===== config.mk =====
export PLATFORM = sky130hd
export DESIGN_NAME = vid_pipeline_top
export DESIGN_NICKNAME = d
export VERILOG_FILES = /design/src/rtl/vid_pkg.sv /design/src/rtl/cfg_pkg.sv /design/src/rtl/vid_settings.sv /design/src/rtl/vid_capture.sv /design/src/rtl/vid_bwfilter.sv /design/src/rtl/vid_extend.sv /design/src/rtl/vid_pipeline_top.sv
export VERILOG_INCLUDE_DIRS = /design/src /design/src/rtl
export SDC_FILE = /design/constraint.sdc
export NUM_CORES = 1
export LEC_CHECK = 0
export ABC_AREA = 1
export BUFFER_PORTS_ARGS = -buffer_cell sky130_fd_sc_hd__buf_2
export CORE_ASPECT_RATIO = 1.2
export CORE_MARGIN = 8
export CORE_UTILIZATION = 50
export DETAILED_ROUTE_END_ITERATION = 7
export PLACE_DENSITY = 0.77
export SYNTH_ARGS = -nofsm -noshare
export SYNTH_HDL_FRONTEND = slang
export SYNTH_HIERARCHICAL = 1
export SYNTH_SLANG_ARGS = --single-unit

===== constraint.sdc =====
create_clock -name clk_sys -period 1.8 [get_ports clk_sys]
set_clock_uncertainty 0.15 [all_clocks]
set_input_delay 0.18 -clock clk_sys [delete_from_list [all_inputs] [get_ports clk_sys]]
set_output_delay 0.18 -clock clk_sys [all_outputs]
set_load 0.01 [all_outputs]

===== src/rtl/vid_macros.svh =====
`ifndef VID_MACROS_SVH
`define VID_MACROS_SVH

// Colour depth per channel as the game drives it
`define VID_COLORW 4

// One extra bit after the two-pixel blend
`define VID_ANAW (`VID_COLORW + 1)

// Display side colour depth
`define VID_OUTW 8

// OSD status word
`define VID_STATUS_W 64

// Bandwidth filter enable bit
`define VID_STATUS_BW_BIT 5

// Scanline field, three bits starting here
`define VID_STATUS_SL_LSB 2

`endif


===== src/rtl/vid_pkg.sv =====
`include "vid_macros.svh"

package vid_pkg;

    // Raw game colour channel
    typedef logic [`VID_COLORW-1:0] game_color_t;

    // Channel after the bandwidth filter
    typedef logic [`VID_ANAW-1:0] ana_color_t;

    // Channel as sent to the display
    typedef logic [`VID_OUTW-1:0] out_color_t;

endpackage


===== src/rtl/cfg_pkg.sv =====
`include "vid_macros.svh"

package cfg_pkg;

    // Whole OSD status word
    typedef logic [`VID_STATUS_W-1:0] status_t;

    // Scanline setting, only the low two bits reach the display
    typedef logic [2:0] sl_mode_t;

endpackage


===== src/rtl/vid_settings.sv =====
`timescale 1ns/1ps
`include "vid_macros.svh"

module vid_settings (
    input  logic              clk_sys,
    input  logic              rst,
    input  cfg_pkg::status_t  status,
    output logic              bw_en,
    output cfg_pkg::sl_mode_t scanlines
);

    localparam int SL_W = $bits(cfg_pkg::sl_mode_t);

    // Video fields of the OSD word, held steady for the pixel path
    always_ff @(posedge clk_sys) begin
        if (rst) begin
            bw_en     <= 1'b0;
            scanlines <= '0;
        end else begin
            bw_en     <= status[`VID_STATUS_BW_BIT];
            scanlines <= status[`VID_STATUS_SL_LSB +: SL_W];
        end
    end

    // Scanline mode feeds every pixel of the extend stage
    sl_known_a: assert property (
        @(posedge clk_sys) disable iff (rst)
        !$isunknown(scanlines)
    ) else $error("scanline mode unknown after reset");

endmodule


===== src/rtl/vid_capture.sv =====
`timescale 1ns/1ps

module vid_capture (
    input  logic                 clk_sys,
    input  logic                 rst,
    input  logic                 pxl_cen,
    input  vid_pkg::game_color_t game_r,
    input  vid_pkg::game_color_t game_g,
    input  vid_pkg::game_color_t game_b,
    input  logic                 hs,
    input  logic                 vs,
    input  logic                 lhbl,
    input  logic                 lvbl,
    output vid_pkg::game_color_t cap_r,
    output vid_pkg::game_color_t cap_g,
    output vid_pkg::game_color_t cap_b,
    output logic                 cap_hs,
    output logic                 cap_vs,
    output logic                 cap_lhbl,
    output logic                 cap_lvbl
);

    // Colour and timing taken together so they stay aligned
    always_ff @(posedge clk_sys) begin
        if (rst) begin
            cap_r    <= '0;
            cap_g    <= '0;
            cap_b    <= '0;
            cap_hs   <= 1'b0;
            cap_vs   <= 1'b0;
            cap_lhbl <= 1'b0;
            cap_lvbl <= 1'b0;
        end else if (pxl_cen) begin
            cap_r    <= game_r;
            cap_g    <= game_g;
            cap_b    <= game_b;
            cap_hs   <= hs;
            cap_vs   <= vs;
            cap_lhbl <= lhbl;
            cap_lvbl <= lvbl;
        end
    end

    // Game must present a clean pixel on every strobe
    cap_known_a: assert property (
        @(posedge clk_sys) disable iff (rst)
        pxl_cen |=> !$isunknown({cap_r, cap_g, cap_b, cap_hs, cap_vs, cap_lhbl, cap_lvbl})
    ) else $error("unknown pixel captured");

endmodule


===== src/rtl/vid_bwfilter.sv =====
`timescale 1ns/1ps

module vid_bwfilter (
    input  logic                 clk_sys,
    input  logic                 rst,
    input  logic                 pxl_cen,
    input  logic                 bw_en,
    input  vid_pkg::game_color_t cap_r,
    input  vid_pkg::game_color_t cap_g,
    input  vid_pkg::game_color_t cap_b,
    input  logic                 cap_hs,
    input  logic                 cap_vs,
    input  logic                 cap_lhbl,
    input  logic                 cap_lvbl,
    output vid_pkg::ana_color_t  ana_r,
    output vid_pkg::ana_color_t  ana_g,
    output vid_pkg::ana_color_t  ana_b,
    output logic                 ana_hs,
    output logic                 ana_vs,
    output logic                 ana_lhbl,
    output logic                 ana_lvbl
);

    // Previous captured pixel
    vid_pkg::game_color_t prev_r, prev_g, prev_b;

    // Sum of two neighbours, or the current pixel scaled to the same range
    function automatic vid_pkg::ana_color_t blend(
        input vid_pkg::game_color_t cur,
        input vid_pkg::game_color_t prev,
        input logic                 en
    );
        if (en) begin
            blend = {1'b0, cur} + {1'b0, prev};
        end else begin
            blend = {cur, 1'b0};
        end
    endfunction

    always_ff @(posedge clk_sys) begin
        if (rst) begin
            prev_r   <= '0;
            prev_g   <= '0;
            prev_b   <= '0;
            ana_r    <= '0;
            ana_g    <= '0;
            ana_b    <= '0;
            ana_hs   <= 1'b0;
            ana_vs   <= 1'b0;
            ana_lhbl <= 1'b0;
            ana_lvbl <= 1'b0;
        end else if (pxl_cen) begin
            ana_r    <= blend(cap_r, prev_r, bw_en);
            ana_g    <= blend(cap_g, prev_g, bw_en);
            ana_b    <= blend(cap_b, prev_b, bw_en);
            prev_r   <= cap_r;
            prev_g   <= cap_g;
            prev_b   <= cap_b;
            // Timing delayed by the same single strobe
            ana_hs   <= cap_hs;
            ana_vs   <= cap_vs;
            ana_lhbl <= cap_lhbl;
            ana_lvbl <= cap_lvbl;
        end
    end

    // Blend relies on a pixel clock well below clk_sys
    cen_gap_a: assert property (
        @(posedge clk_sys) disable iff (rst)
        pxl_cen |=> !pxl_cen
    ) else $error("pxl_cen high on consecutive cycles");

endmodule


===== src/rtl/vid_extend.sv =====
`timescale 1ns/1ps
`include "vid_macros.svh"

module vid_extend (
    input  logic                clk_sys,
    input  logic                rst,
    input  logic                pxl_cen,
    input  cfg_pkg::sl_mode_t   scanlines,
    input  vid_pkg::ana_color_t ana_r,
    input  vid_pkg::ana_color_t ana_g,
    input  vid_pkg::ana_color_t ana_b,
    input  logic                ana_hs,
    input  logic                ana_vs,
    input  logic                ana_lhbl,
    input  logic                ana_lvbl,
    output vid_pkg::out_color_t scan2x_r,
    output vid_pkg::out_color_t scan2x_g,
    output vid_pkg::out_color_t scan2x_b,
    output logic                scan2x_hs,
    output logic                scan2x_vs,
    output logic                scan2x_de,
    output logic [1:0]          scan2x_sl
);

    localparam int FILL_W = `VID_OUTW - `VID_ANAW;

    // Top bits repeated below the value so full scale maps to 8'hff
    function automatic vid_pkg::out_color_t extend(input vid_pkg::ana_color_t a);
        extend = {a, a[`VID_ANAW-1 -: FILL_W]};
    endfunction

    always_ff @(posedge clk_sys) begin
        if (rst) begin
            scan2x_r  <= '0;
            scan2x_g  <= '0;
            scan2x_b  <= '0;
            scan2x_hs <= 1'b0;
            scan2x_vs <= 1'b0;
            scan2x_de <= 1'b0;
            scan2x_sl <= 2'd0;
        end else if (pxl_cen) begin
            scan2x_r  <= extend(ana_r);
            scan2x_g  <= extend(ana_g);
            scan2x_b  <= extend(ana_b);
            scan2x_hs <= ana_hs;
            scan2x_vs <= ana_vs;
            // Visible only outside both blanking intervals
            scan2x_de <= ana_lhbl & ana_lvbl;
            // Scanline mode travels with the pixel
            scan2x_sl <= scanlines[1:0];
        end
    end

endmodule


===== src/rtl/vid_pipeline_top.sv =====
`timescale 1ns/1ps

module vid_pipeline_top (
    input  logic                 clk_sys,
    input  logic                 rst,
    input  logic                 pxl_cen,
    input  cfg_pkg::status_t     status,
    input  vid_pkg::game_color_t game_r,
    input  vid_pkg::game_color_t game_g,
    input  vid_pkg::game_color_t game_b,
    input  logic                 hs,
    input  logic                 vs,
    input  logic                 lhbl,
    input  logic                 lvbl,
    output vid_pkg::out_color_t  scan2x_r,
    output vid_pkg::out_color_t  scan2x_g,
    output vid_pkg::out_color_t  scan2x_b,
    output logic                 scan2x_hs,
    output logic                 scan2x_vs,
    output logic                 scan2x_de,
    output logic [1:0]           scan2x_sl
);

    logic                 bw_en;
    cfg_pkg::sl_mode_t    scanlines;

    // Capture to filter
    vid_pkg::game_color_t cap_r, cap_g, cap_b;
    logic                 cap_hs, cap_vs, cap_lhbl, cap_lvbl;

    // Filter to extend
    vid_pkg::ana_color_t  ana_r, ana_g, ana_b;
    logic                 ana_hs, ana_vs, ana_lhbl, ana_lvbl;

    vid_settings u_settings (
        .clk_sys   ( clk_sys   ),
        .rst       ( rst       ),
        .status    ( status    ),
        .bw_en     ( bw_en     ),
        .scanlines ( scanlines )
    );

    vid_capture u_capture (
        .clk_sys  ( clk_sys  ),
        .rst      ( rst      ),
        .pxl_cen  ( pxl_cen  ),
        .game_r   ( game_r   ),
        .game_g   ( game_g   ),
        .game_b   ( game_b   ),
        .hs       ( hs       ),
        .vs       ( vs       ),
        .lhbl     ( lhbl     ),
        .lvbl     ( lvbl     ),
        .cap_r    ( cap_r    ),
        .cap_g    ( cap_g    ),
        .cap_b    ( cap_b    ),
        .cap_hs   ( cap_hs   ),
        .cap_vs   ( cap_vs   ),
        .cap_lhbl ( cap_lhbl ),
        .cap_lvbl ( cap_lvbl )
    );

    vid_bwfilter u_bwfilter (
        .clk_sys  ( clk_sys  ),
        .rst      ( rst      ),
        .pxl_cen  ( pxl_cen  ),
        .bw_en    ( bw_en    ),
        .cap_r    ( cap_r    ),
        .cap_g    ( cap_g    ),
        .cap_b    ( cap_b    ),
        .cap_hs   ( cap_hs   ),
        .cap_vs   ( cap_vs   ),
        .cap_lhbl ( cap_lhbl ),
        .cap_lvbl ( cap_lvbl ),
        .ana_r    ( ana_r    ),
        .ana_g    ( ana_g    ),
        .ana_b    ( ana_b    ),
        .ana_hs   ( ana_hs   ),
        .ana_vs   ( ana_vs   ),
        .ana_lhbl ( ana_lhbl ),
        .ana_lvbl ( ana_lvbl )
    );

    vid_extend u_extend (
        .clk_sys   ( clk_sys   ),
        .rst       ( rst       ),
        .pxl_cen   ( pxl_cen   ),
        .scanlines ( scanlines ),
        .ana_r     ( ana_r     ),
        .ana_g     ( ana_g     ),
        .ana_b     ( ana_b     ),
        .ana_hs    ( ana_hs    ),
        .ana_vs    ( ana_vs    ),
        .ana_lhbl  ( ana_lhbl  ),
        .ana_lvbl  ( ana_lvbl  ),
        .scan2x_r  ( scan2x_r  ),
        .scan2x_g  ( scan2x_g  ),
        .scan2x_b  ( scan2x_b  ),
        .scan2x_hs ( scan2x_hs ),
        .scan2x_vs ( scan2x_vs ),
        .scan2x_de ( scan2x_de ),
        .scan2x_sl ( scan2x_sl )
    );

endmodule


# Yosys cells after proc, flatten, opt, wreduce, memory -nomap -nowiden
# Cells that the tools add are included.
# classes
addsub,3
muxes,3
n_bitwise,1
# ops
op,n
$add A4 B4 Y5,3
$mux W5,3
$and A1 B1 Y1,1
# totals
regBits,79
output_inout_bits,29

# Depth between registers and ports, before layout
# logic_depth
word_depth,2
mapped_depth,8
ltp_nobuf,8

# Cells and area by module
# The synthesis kept the hierarchy.
# by_module_without_submodules
mod,instances,cells_per_inst,area_each_um2
vid_bwfilter,1,215,1617.8
vid_extend,1,97,833.3
vid_capture,1,101,670.6
vid_settings,1,12,110.1

# Worst setup path before layout
# OpenSTA, ideal clock, no wires.
# synth_timing
path_type,register to register
startpoint,reg u_capture.cap_b[0]
endpoint,reg u_bwfilter.ana_b[4]
arrival_ps,1309
t_required_ps,1580
slack_ps,270
path_stages_with_launch,9
period_less_slack_ps,1530
path_cell_list,dfxtp_1 ha_1 inv_1 fa_1 o21ai_0 nand2_1 nand2_1 nand2_1 a21oi_1
# synth_via
elab_chain_cells,2
# synth_lines
item,line,rtl
from (decl),vid_capture.sv:16,"output vid_pkg::game_color_t cap_b,"
from (signal assigned),vid_capture.sv:36,cap_b <= game_b;
$add A4 B4 Y5,vid_bwfilter.sv:34,"blend = {1'b0, cur} + {1'b0, prev};"
$mux W5,vid_bwfilter.sv:33,if (en) begin
to (signal assigned),vid_bwfilter.sv:55,"ana_b <= blend(cap_b, prev_b, bw_en);"
to (decl),vid_bwfilter.sv:17,"output vid_pkg::ana_color_t ana_b,"
# Every way passes these cells.
# A chain may end at the register's enable or synchronous reset.

# Final worst setup path
# layout_timing
startpoint,reg u_bwfilter.prev_b[0]
endpoint,reg u_bwfilter.ana_b[4]
# layout_via
elab_chain_cells,2
# layout_lines
item,line,rtl
from (decl),vid_bwfilter.sv:25,"vid_pkg::game_color_t prev_r, prev_g, prev_b;"
from (signal assigned),vid_bwfilter.sv:58,prev_b <= cap_b;
$add A4 B4 Y5,vid_bwfilter.sv:34,
$mux W5,vid_bwfilter.sv:33,
# Every way passes these cells.

==> flow_metrics.tcl <==
set metrics [dict create \
    fp-row-count 32 \
    viasPerCell 4.681 \
    ioPinCount 112 \
    start_kind "flop" \
    critPathArrivalTime_ns 1.81 \
    hold_violations 0 \
    fin_cells 568 \
    diodes 0 \
    irDropWorstVdd_v 0.0005013 \
    postCtsSetupBuffers 0 \
    antenna_found_initial 0 \
    r2r-start "u_bwfilter/prev_b[0]$_SDFFE_PP0P_" \
    grt_overflow 0 \
    status "completed" \
    dr.pass1.iters 4 \
    crit_start "u_bwfilter/prev_b[0]$_SDFFE_PP0P_" \
    hp-class "in -> reg" \
    initial_utilization_pct 50.65 \
    cts_buffers 9 \
    max-cap-violations 0 \
    clkTransAtPathRegs_ns 0.07 \
    p_sw_uw 862.3 \
    layout.nets 576 \
    placedCellCount 533 \
    rsz0062_at_grt "no" \
    cts-root-buf "clkbuf_8" \
    grt_max_degree 41 \
    clockPowerShare_pct 37.0 \
    swShare_pct 25.34 \
    grt_pass1_vias 2567 \
    clock-sinks 70 \
    ctsHtreeMaxLevel 3 \
    setup_violations 0 \
    cts_tree "built" \
    layout-drive-gt1-share_pct 21.33 \
    pwr-share-seq_pct 49.9 \
    path_max_fanout 2 \
    drtIter0Drc 164 \
    worstMarginPinSlew_ns 0.5438 \
    post-dp-hpwl_mm 4.494 \
    cp_data_required_time_ns 1.92 \
    synthesis.nets 520 \
    core_um2 6326 \
    fin_crit_sh_pct 93.76 \
    synthCells 422 \
    die_w_um 89.08 \
    routedWlPerCell_um 11.54 \
    p_comb_share_pct 13.1 \
    track_usage_pct 15.01 \
    p_int_uw 2541 \
    p_leak_uw 0.001812 \
    pwr_density_cell_nw_per_um2 900.9 \
    fp.dieH_um 103.7 \
    holdCritStartpoint "rst" \
    fin_setup_tns_ns 0 \
    syn_area_per_cell_um2 7.593 \
    clock_path_buffers 2 \
    endpoint_kind "flop" \
    syn_area_um2 3204 \
    max_freq_ghz 0.5925 \
    drv_slew 0 \
    vias 2659 \
    post-route-min-period_ns 1.688 \
    syn_to_final_growth_pct 17.88 \
    dieArea_um2 9237 \
    crit_type "reg -> reg" \
    routed_wl_mm 6.556 \
    drc 0 \
    worstSkewPairLatency_ns 0.34 \
    yosysWarnings 6 \
    slew_headroom_pct 63.70 \
    grt_first_pass_wirelength_mm 11.13 \
    antenna_left 0 \
    gp_congestion 0.8286 \
    port_buffers 50 \
]
path summary, 6_finish.rpt:
kind	cells after the start	slack (ns)	end
worst min-delay path	2	0.09	u_bwfilter/ana_vs$_SDFFE_PP0P_
worst max register to register	8	0.11	u_bwfilter/ana_b[4]$_SDFFE_PP0P_
worst max-delay path	8	0.11	u_bwfilter/ana_b[4]$_SDFFE_PP0P_
worst min register to register	2	0.32	u_bwfilter/ana_lvbl$_SDFFE_PP0P_
state kept, by name (all words and copies together) (netlist names), 2 cells and up:
| signal | count |
|---|---|
| u_bwfilter/prev_g | 4 |
| u_bwfilter/ana_b | 5 |
| u_capture/cap_b | 4 |
| u_bwfilter/prev_r | 4 |
| u_bwfilter/ana_g | 5 |
| u_extend/scan2x_b | 5 |
| u_settings/scanlines | 2 |
| u_bwfilter/ana_r | 5 |
| u_bwfilter/prev_b | 4 |
| u_capture/cap_g | 4 |
| u_extend/scan2x_sl | 2 |
| u_extend/scan2x_r | 5 |
| u_capture/cap_r | 4 |
| u_extend/scan2x_g | 5 |
power groups by stage:
| stage | clock network [uW] | registers (uW) | logic, uW |
|---|---|---|---|
| global placement | 0 | 1730 | 402 |
| floorplan | 0 | 1730 | 311 |
| finish | 1260 | 1700 | 445 |
| detailed placement | 0 | 1730 | 412 |
| global route | 1360 | 1710 | 503 |
| CTS | 1290 | 1700 | 447 |
through the flow:
stage                     total power, uW  util, %  hold slack, ns  setup WS, ns  area [um^2]
after CTS                            3438    59.69         0.07807       0.06970         3776
after detailed placement             2145    53.52          0.2402       0.08412         3386
after global placement               2130    53.52          0.2331        0.1208         3386
final                                3403    59.71         0.09221        0.1124         3777
after global routing                 3576    59.71         0.08595       0.02580         3777
after floorplan                      2045        -          0.1012        0.2702         3204
metal layers:
layer	part of all wire (%)	vias to the layer above	track usage, %
li1	-	1415	-
met1	44	1169	16.93
met2	48	59	24.58
met3	5.5	16	3.874
met4	2.6	0	8.462
met5	0	-	0
layout make-up:
class | count | area (um^2)
fillers | 628 | 2549
clock inverters | 4 | 45.04
multi-input cells | 280 | 1416
well taps | 85 | 106.4
repair buffers | 74 | 490.5
clock buffers | 12 | 155.1
inverters | 43 | 161.4
flip-flops and latches | 70 | 1403
critical path, cell delays in order (launching register included):
cell,delay [ns]
dfxtp_1,0.35
ha_1,0.20
inv_1,0.06
fa_1,0.40
o21ai_0,0.17
nand2_1,0.07
nand2_1,0.05
nand2_1,0.06
a21oi_1,0.11
cell usage in the layout, fill, tap and decap left out, types with 4 or more instances in the layout:
master           n
dfxtp_1         69
a21oi_1         32
buf_2           50
nand3_1         10
inv_1           40
dlygate4sd3_1   19
nor2_1          59
o21ai_1         25
nand2_1        101
nor2_2          22
buf_4            4
clkbuf_8        11
ha_1            12
timing repair:
item / in CTS / in global routing
endpoints found under the setup margin: 0 / 1
resized for setup: 0 / 1
hold endpoints to repair: 19 / 0
hold buffers: 19 / 0
Note: power is estimated with default switching activity, not from simulation.
